[config.mk]
export PLATFORM = sky130hd
export DESIGN_NAME = periph_top
export DESIGN_NICKNAME = d
export VERILOG_FILES = /design/src/verilog/periph_pkg.sv /design/src/verilog/req_fifo.sv /design/src/verilog/bus_fsm.sv /design/src/verilog/mtimer.sv /design/src/verilog/gpio_regs.sv /design/src/verilog/periph_top.sv
export SDC_FILE = /design/constraint.sdc
export NUM_CORES = 1
export LEC_CHECK = 0
export BUFFER_PORTS_ARGS = -buffer_cell sky130_fd_sc_hd__buf_4
export CORE_MARGIN = 2
export CORE_UTILIZATION = 54
export DETAILED_ROUTE_END_ITERATION = 12
export PLACE_DENSITY = 0.76
export SYNTH_ARGS = -nofsm -noshare
export SYNTH_HDL_FRONTEND = slang
export SYNTH_SLANG_ARGS = --single-unit
[constraint.sdc]
create_clock -name i_clk -period 5.4 [get_ports i_clk]
set_input_delay 0.54 -clock i_clk [delete_from_list [all_inputs] [get_ports i_clk]]
set_output_delay 0.54 -clock i_clk [all_outputs]
set_load 0.01 [all_outputs]
[src/verilog/periph_pkg.sv]
package periph_pkg;

   localparam int ADDR_W = 16;
   localparam int DATA_W = 32;
   localparam int SEL_W  = 4;

   typedef logic [ADDR_W-1:0] addr_t;
   typedef logic [DATA_W-1:0] data_t;
   typedef logic [SEL_W-1:0]  sel_t;

   // Region code in addr[15:12]
   typedef logic [3:0] region_t;
   localparam region_t REGION_TIMER = 4'd0;
   localparam region_t REGION_GPIO  = 4'd1;

   // Word offset in addr[4:2]
   typedef logic [2:0] off_t;
   localparam off_t OFF_MTIME     = 3'd0;
   localparam off_t OFF_MTIMECMP  = 3'd1;
   localparam off_t OFF_GPIO_OUT  = 3'd0;
   localparam off_t OFF_GPIO_OE   = 3'd1;
   localparam off_t OFF_GPIO_IN   = 3'd2;
   localparam off_t OFF_GPIO_MASK = 3'd3;

   typedef struct packed {
      addr_t addr;
      data_t wdata;
      sel_t  sel;
      logic  we;
   } bus_req_t;

   typedef struct packed {
      data_t rdata;
      logic  err;
   } bus_rsp_t;

   typedef struct packed {
      off_t  off;
      data_t wdata;
      sel_t  sel;
      logic  we;
   } loc_req_t;

   typedef struct packed {
      logic timer;
      logic gpio;
   } irq_t;

   typedef enum logic [1:0] {
      ST_IDLE,
      ST_ACCESS,
      ST_RESPOND
   } fsm_state_t;

   // Byte-lane write merge used by all register targets
   function automatic data_t merge_bytes(data_t old, data_t wdata, sel_t sel);
      data_t res;
      res = old;
      for (int i = 0; i < SEL_W; i++) begin
         if (sel[i]) begin
            res[i*8 +: 8] = wdata[i*8 +: 8];
         end
      end
      return res;
   endfunction

endpackage

[src/verilog/req_fifo.sv]
`timescale 1ns/1ps

module req_fifo #(
   parameter int REQ_DEPTH = 4
) (
   input  logic                 i_clk,
   input  logic                 i_rst_n,
   input  logic                 i_push,
   input  periph_pkg::bus_req_t i_data,
   input  logic                 i_pop,
   output periph_pkg::bus_req_t o_data,
   output logic                 o_empty
);

   localparam int PTR_W = $clog2(REQ_DEPTH);
   localparam int CNT_W = $clog2(REQ_DEPTH + 1);

   periph_pkg::bus_req_t mem [REQ_DEPTH];

   logic [PTR_W-1:0] wr_ptr;
   logic [PTR_W-1:0] rd_ptr;
   logic [CNT_W-1:0] count;
   logic             full;

   assign full    = count == CNT_W'(REQ_DEPTH);
   assign o_empty = count == '0;
   assign o_data  = mem[rd_ptr];

   always_ff @(posedge i_clk) begin
      if (i_push) begin
         mem[wr_ptr] <= i_data;
      end
   end

   // Pointers wrap naturally as the depth is a power of two
   always_ff @(posedge i_clk or negedge i_rst_n) begin
      if (!i_rst_n) begin
         wr_ptr <= '0;
         rd_ptr <= '0;
         count  <= '0;
      end else begin
         if (i_push) begin
            wr_ptr <= wr_ptr + 1'b1;
         end
         if (i_pop) begin
            rd_ptr <= rd_ptr + 1'b1;
         end
         case ({i_push, i_pop})
            2'b10:   count <= count + 1'b1;
            2'b01:   count <= count - 1'b1;
            default: count <= count;
         endcase
      end
   end

   // Host spent more credits than it was given
   a_no_overflow: assert property (@(posedge i_clk) disable iff (!i_rst_n)
      !(i_push && full));

   a_no_underflow: assert property (@(posedge i_clk) disable iff (!i_rst_n)
      !(i_pop && o_empty));

endmodule

[src/verilog/bus_fsm.sv]
`timescale 1ns/1ps

module bus_fsm #(
   parameter int REQ_DEPTH = 4
) (
   input  logic                 i_clk,
   input  logic                 i_rst_n,
   input  logic                 i_empty,
   input  periph_pkg::bus_req_t i_head,
   output logic                 o_pop,
   output logic                 o_credit,
   output periph_pkg::loc_req_t o_loc,
   output logic                 o_tmr_stb,
   output logic                 o_gpio_stb,
   input  periph_pkg::data_t    i_tmr_rdata,
   input  periph_pkg::data_t    i_gpio_rdata,
   output logic                 o_rsp_valid,
   output periph_pkg::bus_rsp_t o_rsp
);

   periph_pkg::fsm_state_t state_q;
   periph_pkg::fsm_state_t state_d;
   periph_pkg::bus_req_t   req_q;
   periph_pkg::region_t    region;
   logic                   hit_tmr;
   logic                   hit_gpio;
   logic                   err_q;

   //*******************************************************************
   // Region decode of the request in flight
   //*******************************************************************
   assign region   = req_q.addr[periph_pkg::ADDR_W-1 -: 4];
   assign hit_tmr  = region == periph_pkg::REGION_TIMER;
   assign hit_gpio = region == periph_pkg::REGION_GPIO;

   assign o_pop    = (state_q == periph_pkg::ST_IDLE) && !i_empty;
   assign o_credit = o_pop;

   assign o_loc.off   = req_q.addr[4:2];
   assign o_loc.wdata = req_q.wdata;
   assign o_loc.sel   = req_q.sel;
   assign o_loc.we    = req_q.we;

   assign o_tmr_stb  = (state_q == periph_pkg::ST_ACCESS) && hit_tmr;
   assign o_gpio_stb = (state_q == periph_pkg::ST_ACCESS) && hit_gpio;

   always_comb begin
      state_d = state_q;
      case (state_q)
         periph_pkg::ST_IDLE: begin
            if (!i_empty) begin
               state_d = periph_pkg::ST_ACCESS;
            end
         end
         periph_pkg::ST_ACCESS:  state_d = periph_pkg::ST_RESPOND;
         periph_pkg::ST_RESPOND: state_d = periph_pkg::ST_IDLE;
         default:                state_d = periph_pkg::ST_IDLE;
      endcase
   end

   always_ff @(posedge i_clk or negedge i_rst_n) begin
      if (!i_rst_n) begin
         state_q     <= periph_pkg::ST_IDLE;
         o_rsp_valid <= 1'b0;
      end else begin
         state_q     <= state_d;
         o_rsp_valid <= state_q == periph_pkg::ST_RESPOND;
      end
   end

   always_ff @(posedge i_clk) begin
      if (o_pop) begin
         req_q <= i_head;
      end
      if (state_q == periph_pkg::ST_ACCESS) begin
         err_q <= !(hit_tmr || hit_gpio);
      end
      // Target data is valid the cycle after its strobe
      if (state_q == periph_pkg::ST_RESPOND) begin
         o_rsp.err   <= err_q;
         o_rsp.rdata <= err_q   ? '0 :
                        hit_tmr ? i_tmr_rdata : i_gpio_rdata;
      end
   end

   a_stb_onehot: assert property (@(posedge i_clk) disable iff (!i_rst_n)
      !(o_tmr_stb && o_gpio_stb));

endmodule

[src/verilog/mtimer.sv]
`timescale 1ns/1ps

module mtimer (
   input  logic                 i_clk,
   input  logic                 i_rst_n,
   input  logic                 i_stb,
   input  periph_pkg::loc_req_t i_loc,
   output periph_pkg::data_t    o_rdata,
   output logic                 o_irq
);

   periph_pkg::data_t mtime_q;
   periph_pkg::data_t mtimecmp_q;
   logic              wr_time;
   logic              wr_cmp;

   assign wr_time = i_stb && i_loc.we && (i_loc.off == periph_pkg::OFF_MTIME);
   assign wr_cmp  = i_stb && i_loc.we && (i_loc.off == periph_pkg::OFF_MTIMECMP);

   //*******************************************************************
   // Counter and compare
   //*******************************************************************
   always_ff @(posedge i_clk or negedge i_rst_n) begin
      if (!i_rst_n) begin
         mtime_q    <= '0;
         mtimecmp_q <= '1;
      end else begin
         // A load replaces this cycle's increment
         if (wr_time) begin
            mtime_q <= periph_pkg::merge_bytes(mtime_q, i_loc.wdata, i_loc.sel);
         end else begin
            mtime_q <= mtime_q + 1'b1;
         end
         if (wr_cmp) begin
            mtimecmp_q <= periph_pkg::merge_bytes(mtimecmp_q, i_loc.wdata, i_loc.sel);
         end
      end
   end

   assign o_irq = mtime_q >= mtimecmp_q;

   always_ff @(posedge i_clk) begin
      if (i_stb) begin
         case (i_loc.off)
            periph_pkg::OFF_MTIME:    o_rdata <= mtime_q;
            periph_pkg::OFF_MTIMECMP: o_rdata <= mtimecmp_q;
            default:                  o_rdata <= '0;
         endcase
      end
   end

endmodule

[src/verilog/gpio_regs.sv]
`timescale 1ns/1ps

module gpio_regs #(
   parameter int GPIO_W = 16
) (
   input  logic                 i_clk,
   input  logic                 i_rst_n,
   input  logic                 i_stb,
   input  periph_pkg::loc_req_t i_loc,
   output periph_pkg::data_t    o_rdata,
   input  logic [GPIO_W-1:0]    i_gpio_in,
   output logic [GPIO_W-1:0]    o_gpio_out,
   output logic [GPIO_W-1:0]    o_gpio_oe,
   output logic                 o_irq
);

   logic              wr;
   logic [GPIO_W-1:0] mask_q;
   logic [GPIO_W-1:0] sync_q1;
   logic [GPIO_W-1:0] sync_q2;
   periph_pkg::data_t out_ext;
   periph_pkg::data_t oe_ext;
   periph_pkg::data_t mask_ext;
   periph_pkg::data_t in_ext;

   assign wr = i_stb && i_loc.we;

   // Zero extended views so upper bits read as zero
   assign out_ext  = periph_pkg::data_t'(o_gpio_out);
   assign oe_ext   = periph_pkg::data_t'(o_gpio_oe);
   assign mask_ext = periph_pkg::data_t'(mask_q);
   assign in_ext   = periph_pkg::data_t'(sync_q2);

   always_ff @(posedge i_clk or negedge i_rst_n) begin
      if (!i_rst_n) begin
         o_gpio_out <= '0;
         o_gpio_oe  <= '0;
         mask_q     <= '0;
         sync_q1    <= '0;
         sync_q2    <= '0;
      end else begin
         sync_q1 <= i_gpio_in;
         sync_q2 <= sync_q1;
         if (wr && i_loc.off == periph_pkg::OFF_GPIO_OUT) begin
            o_gpio_out <= GPIO_W'(periph_pkg::merge_bytes(out_ext, i_loc.wdata, i_loc.sel));
         end
         if (wr && i_loc.off == periph_pkg::OFF_GPIO_OE) begin
            o_gpio_oe <= GPIO_W'(periph_pkg::merge_bytes(oe_ext, i_loc.wdata, i_loc.sel));
         end
         if (wr && i_loc.off == periph_pkg::OFF_GPIO_MASK) begin
            mask_q <= GPIO_W'(periph_pkg::merge_bytes(mask_ext, i_loc.wdata, i_loc.sel));
         end
      end
   end

   assign o_irq = |(sync_q2 & mask_q);

   always_ff @(posedge i_clk) begin
      if (i_stb) begin
         case (i_loc.off)
            periph_pkg::OFF_GPIO_OUT:  o_rdata <= out_ext;
            periph_pkg::OFF_GPIO_OE:   o_rdata <= oe_ext;
            periph_pkg::OFF_GPIO_IN:   o_rdata <= in_ext;
            periph_pkg::OFF_GPIO_MASK: o_rdata <= mask_ext;
            default:                   o_rdata <= '0;
         endcase
      end
   end

endmodule

[src/verilog/periph_top.sv]
`timescale 1ns/1ps

module periph_top #(
   parameter int REQ_DEPTH = 4,
   parameter int GPIO_W    = 16
) (
   input  logic                 i_clk,
   input  logic                 i_rst_n,
   input  logic                 i_req_valid,
   input  periph_pkg::bus_req_t i_req,
   output logic                 o_credit,
   output logic                 o_rsp_valid,
   output periph_pkg::bus_rsp_t o_rsp,
   input  logic [GPIO_W-1:0]    i_gpio_in,
   output logic [GPIO_W-1:0]    o_gpio_out,
   output logic [GPIO_W-1:0]    o_gpio_oe,
   output periph_pkg::irq_t     o_irq
);

   periph_pkg::bus_req_t head;
   periph_pkg::loc_req_t loc;
   periph_pkg::data_t    tmr_rdata;
   periph_pkg::data_t    gpio_rdata;
   logic                 empty;
   logic                 pop;
   logic                 tmr_stb;
   logic                 gpio_stb;

   req_fifo #(.REQ_DEPTH(REQ_DEPTH)) u_req_fifo (
      .i_clk   (i_clk),
      .i_rst_n (i_rst_n),
      .i_push  (i_req_valid),
      .i_data  (i_req),
      .i_pop   (pop),
      .o_data  (head),
      .o_empty (empty)
   );

   bus_fsm #(.REQ_DEPTH(REQ_DEPTH)) u_bus_fsm (
      .i_clk        (i_clk),
      .i_rst_n      (i_rst_n),
      .i_empty      (empty),
      .i_head       (head),
      .o_pop        (pop),
      .o_credit     (o_credit),
      .o_loc        (loc),
      .o_tmr_stb    (tmr_stb),
      .o_gpio_stb   (gpio_stb),
      .i_tmr_rdata  (tmr_rdata),
      .i_gpio_rdata (gpio_rdata),
      .o_rsp_valid  (o_rsp_valid),
      .o_rsp        (o_rsp)
   );

   mtimer u_mtimer (
      .i_clk   (i_clk),
      .i_rst_n (i_rst_n),
      .i_stb   (tmr_stb),
      .i_loc   (loc),
      .o_rdata (tmr_rdata),
      .o_irq   (o_irq.timer)
   );

   gpio_regs #(.GPIO_W(GPIO_W)) u_gpio_regs (
      .i_clk      (i_clk),
      .i_rst_n    (i_rst_n),
      .i_stb      (gpio_stb),
      .i_loc      (loc),
      .o_rdata    (gpio_rdata),
      .i_gpio_in  (i_gpio_in),
      .o_gpio_out (o_gpio_out),
      .o_gpio_oe  (o_gpio_oe),
      .o_irq      (o_irq.gpio)
   );

endmodule

* Yosys cells after proc, flatten, opt, wreduce, memory -nomap -nowiden
Memories as Yosys holds them, arrays and structs flattened. A register that Yosys moved wholly into a read port is not among the register bits. Index checks and enable logic that the tools add are counted.
Word-level totals: logic and storage cells 89, bits in writable memories 212, memories 1, register bits 252, bits of input ports 72
Memory list:
- u_req_fifo.mem | depth 4, width 53, read ports 1, clocked after memory_dff 1, wr ports 1, RTL line req_fifo.sv:18 | periph_pkg::bus_req_t mem [REQ_DEPTH];
Operators by class: bitwise logic cells 1, equal/unequal tests 13, $add $sub $neg 5, order comparisons 1, reductions and logical operators 29, multiplexer cells 13
Operators by type and width (count):
- 32-bit two-way mux | 2
- 16-bit case mux with 4 select lines | 1
- 32-bit case mux with 2 select lines | 1
- 32-bit by 1-bit adder with 32-bit output (second input constant) | 1
- 32-bit >= comparator | 1
- 8-bit two-way mux | 4
- 2-bit AND reduction | 10
- 16-bit AND | 1
- 16-bit OR reduction | 1
- 1-bit logical AND | 10
- 2-bit inequality test (second input constant) | 5
- 3-bit by 2-bit equality test with 1-bit output (second input constant) | 2
- 3-bit zero test | 2
- 3-bit case mux with 2 select lines | 1
- 2-bit by 1-bit adder with 2-bit output (second input constant) | 2
- 2-bit by 1-bit equality test with 1-bit output (second input constant) | 2
- 2-bit equality test (second input constant) | 2
- 4-bit by 1-bit equality test with 1-bit output (second input constant) | 1
- 4-bit zero test | 1
- 2-bit case mux with 2 select lines | 1
- 3-bit by 1-bit adder with 3-bit output (second input constant) | 1
- 3-bit by 1-bit equality test with 1-bit output (second input constant) | 1
- 3-bit by 1-bit subtractor with 3-bit output (second input constant) | 1
- 1-bit zero test | 2
- other kinds (5) | 6

* Longest topological paths before layout
depth after elaboration 5, gate-level depth with buffers 8

* By module
Synthesis repeated with hierarchy kept, for this count alone.
Unflattened totals: cell total of the unflattened synthesis 1231, area total of the unflattened synthesis 20344.5 µm²
By module, submodules not included:
- req_fifo | instances 1, area each 8107.8 µm², cells each 313
- mtimer | instances 1, area each 5238.8 µm², cells each 479
- gpio_regs | instances 1, area each 3717.3 µm², cells each 241
- bus_fsm | instances 1, area each 3280.6 µm², cells each 198

* Worst setup path after synthesis
No wires, ideal clock.
path type register -> register, start reg u_bus_fsm.state_q[1], end reg u_req_fifo.count[2], path buffers 0, slack 0.044 ns, period minus slack after synthesis 5.356 ns, data arrival time 5.277 ns, library setup time 0.079 ns, stages on the path, launching flop included 8, path through dfrtp_1 -> nor3_1 -> ha_1 -> inv_1 -> fa_1 -> xor2_1 -> nor2_1 -> xor2_1
On the way: longest elaborated chain between the ends 4, elaborated cells between the ends (all ways) 6, classes of those cells eq/ne: 2; mux: 1; reduce/logical: 3
RTL lines:
- from (decl) | RTL line bus_fsm.sv:21 | periph_pkg::fsm_state_t state_q;
- from (signal assigned) | RTL line bus_fsm.sv:63 | state_q <= periph_pkg::ST_IDLE;
- from (signal assigned) | RTL line bus_fsm.sv:66 | state_q <= state_d;
- 2-bit zero test (*) | RTL line bus_fsm.sv:36 | assign o_pop = (state_q == periph_pkg::ST_IDLE) && !i_empty;
- 1-bit logical AND (*) | RTL line bus_fsm.sv:36
- via o_credit | RTL line periph_top.sv:11 | output logic o_credit,
- 2-bit by 1-bit equality test with 1-bit output / 2-bit equality test (equally long branches) | RTL line req_fifo.sv:48 | case ({i_push, i_pop})
- 3-bit case mux with 2 select lines / 2-bit nonzero test (equally long branches)
- to (signal assigned) | RTL line req_fifo.sv:49 | 2'b10: count <= count + 1'b1;
- to (signal assigned) | RTL line req_fifo.sv:50 | 2'b01: count <= count - 1'b1;
- to (signal assigned) | RTL line req_fifo.sv:51 | default: count <= count;
- to (decl) | RTL line req_fifo.sv:22 | logic [CNT_W-1:0] count;
Mark *: on every way through the listed nets, which the timed path passes. The rest lies on a longest branch. A chain may end at the register's enable or synchronous reset.

==> results_dict.tcl <==
set metrics [dict create \
    status "finished, final reports clean" \
    clkTransAtPathRegs_ns 0.06 \
    cts_root_buf "clkbuf_16" \
    fin_nets 1400 \
    path_max_fanout 6 \
    hold_violations 0 \
    netlist_area_um2 18200 \
    p_per_area_nw_per_um2 512 \
    p_total_mw 10.8 \
    yosysTopAreaCell "edfxtp_1" \
    timing.hold.ws_ns 0.0989 \
    cts_hold_buf 0 \
    dp.cells 1690 \
    cts_sinks 456 \
    wl_per_cell_um 20.5 \
    yosys.cell_types.count 57 \
    synth.area.top_cells "edfxtp_1 (50%), dfrtp_1 (17%), mux4_2 (5.4%), mux2_2 (4.9%), dfstp_2 (4.6%)" \
    clkLatencyLatePin_ns 0.55 \
    ir_drop_mv 0.317 \
    fmax_mhz 273 \
    slew_headroom 0.211 \
    worst_slack_ns 1.74 \
    ios 141 \
    track_usage 0.211 \
    stdcell_count 1775 \
    areaGrowthSynthToFinish_pct 15.8 \
    cp-start-kind "flop" \
    min_period_ns 3.66 \
    stdcell_area_um2 21100 \
    drtPass1Iterations 7 \
    synth_top_area_frac 0.497 \
    drc_errors 0 \
    yosys_warnings 0 \
    cts_setup_buffers 0 \
    cts_buffers 45 \
    drv_slew 0 \
    gp_congestion 0.888 \
    netlist_instances 1143 \
    synth-seq-area-share 0.710 \
    drt_iter0_drc 740 \
    synth-main-ff-cell "edfxtp_1" \
    async_reset_ff_frac 0.338 \
    endpoint_kind "output pin" \
    worst_pin_slew_ns 1.18 \
    hold_path_class "input port to flop" \
    dieHeight_um 188 \
    fin_crit_sh 0.678 \
    path_class "flop to output pin" \
    worstPathArrival_ns 3.12 \
    viasPerCell 5.75 \
    cellLeakagePower_nw 8.03 \
    dpl_worst_slack_ns 2.30 \
    wl_met2_mm 17.3 \
    chipWidth_um 188 \
    fin_skew_ns 0.0145 \
    num_rows 67 \
    fin_util 0.634 \
    grt_max_degree 101 \
    wirelength_mm 36.4 \
    synth_nets 1254 \
    grt_pass1_vias 10316 \
    crit_required_ns 4.86 \
    core_um2 33400 \
    setup_tns_ns 0 \
    routed-wl-met3_mm 2.33 \
    finalSetupViolations 0 \
    start_util 0.547 \
    drv_cap 0 \
    dp_hpwl_mm 24.4 \
    drtAntennaViolNets 0 \
    place_area_um2 19700 \
    grt_pass1_wl_mm 57.6 \
    fillers 2424 \
    drive_gt1_frac 0.289 \
    port_buffers 131 \
    synth_edf_count 302 \
    antenna_found_initial 1 \
    grt_overflow 0 \
    synth.avg_cell_area_um2 16.0 \
    cts_tree "yes" \
    die_area_um2 35300 \
    rsz0062_at_grt "no" \
    yosys_register_bits 456 \
    htree_levels 2 \
    cts_resized 0 \
    clock_path_buffers 3 \
    vias 10206 \
    ff2ff_setup_slack_ns 2.31 \
    top_layer "met4" \
    met1_length_mm 15.7 \
]
-- Yosys cell counts (all sizes together), types with 5 or more instances --
cell type	instances
and2	26
a221o	17
o22ai	15
nor3	16
clkbuf	27
a22o	20
nor2	39
edfxtp	302
dfrtp	122
inv	50
and3	7
a21oi	39
mux4	44
a311oi	11
dfstp	32
buf	16
nand4	14
nand2	91
o21ai	42
nand3	19
and4	9
mux2	80
a211oi	7
o211ai	5
a221oi	5
ha	38
-- final timing paths --
check / start / to / depth (start not counted)
max: u_mtimer.mtime_q[0]$_DFFE_PN0P_ / o_irq[1] / 8
min: i_gpio_in[0] / u_gpio_regs.sync_q1[0]$_DFF_PN0_ / 1
max reg2reg: u_bus_fsm.region[0]$_DFFE_PN_ / u_mtimer.mtime_q[19]$_DFFE_PN0P_ / 5
min reg2reg: u_gpio_regs.sync_q1[11]$_DFF_PN0_ / u_gpio_regs.sync_q2[11]$_DFF_PN0_ / 0
max in group asynchronous: i_rst_n / u_gpio_regs.o_gpio_out[2]$_DFFE_PN0P_ / 2
min in group asynchronous: i_rst_n / u_req_fifo.wr_ptr[0]$_DFFE_PN0P_ / 1
-- registers in the layout (all words and copies together), names as in the netlist, 2 cells and up --
register and cells:
u_bus_fsm.o_loc 40, u_mtimer.o_rdata 32, u_gpio_regs.o_gpio_oe 16, u_mtimer.mtime_q 32, u_gpio_regs.o_rdata 16, u_req_fifo.mem 176
u_req_fifo.wr_ptr 2, u_bus_fsm.region 4, u_bus_fsm.state_q 2, u_gpio_regs.sync_q1 16, u_mtimer.mtimecmp_q 32, u_gpio_regs.o_gpio_out 16
u_gpio_regs.sync_q2 16, u_req_fifo.count 3, u_gpio_regs.mask_q 16, u_bus_fsm.o_rsp 33, u_req_fifo.rd_ptr 2
-- cell usage in the layout, fill, tap and decap left out, types with 7 or more instances in the layout --
cell	n
a211oi_1	7
a21oi_1	39
a221o_1	17
a22o_1	20
a311oi_1	11
and2_1	22
and3_1	7
and4_1	8
buf_4	141
clkbuf_1	11
clkbuf_16	45
clkinv_1	8
clkinv_2	10
dfrtp_1	120
dfstp_2	32
edfxtp_1	302
ha_1	38
inv_1	50
mux2_2	80
mux4_2	44
nand2_1	91
nand3_1	18
nand4_1	14
nor2_1	32
nor2_2	7
nor3_1	14
o21ai_0	42
o22ai_1	15
-- worst max-delay path, stage by stage (launching register included) --
cell       delay, ns
dfrtp_1         0.44
inv_1           0.09
ha_1            0.27
nand2b_1        0.16
a2111oi_0       0.39
a2111oi_0       0.15
nor4b_1         0.63
o21ai_0         0.26
buf_4           0.20
-- cell families after synthesis --
group           Yosys count  synth area share
fa+ha+maj                39            0.0272
compound gates          178            0.0666
flops                   456             0.710
xor+xnor                  7           0.00336
simple gates            245            0.0673
mux                     125             0.104
buf+inv                  93            0.0210
-- cell type report --
| cell class | instances | area [um^2] | area share |
|---|---|---|---|
| diodes | 1 | 2.50 | 0.000118 |
| clock buffers | 59 | 1210 | 0.0572 |
| flip-flops and latches | 456 | 13000 | 0.613 |
| clock inverters | 25 | 216 | 0.0102 |
| inverters | 50 | 188 | 0.00888 |
| multi-input cells | 594 | 4930 | 0.233 |
| well taps | 448 | 561 | 0.0265 |
| repair buffers | 142 | 1070 | 0.0506 |
-- power breakdown --
group | switching, mW | internal [mW] | leakage (nW)
Sequential | 0.687 | 4.72 | 4.70
Clock | 1.26 | 1.73 | 0.702
Combinational | 1.33 | 1.11 | 2.63
Total | 3.27 | 7.56 | 8.03
-- layer usage --
layer | vias up | global-route usage
met2 | 347 | 0.330
met5 | - | 0
met4 | 0 | 0.0781
met3 | 73 | 0.0384
met1 | 5085 | 0.299
li1 | 4701 | -
No activity file was read; power rests on OpenSTA's default activity.
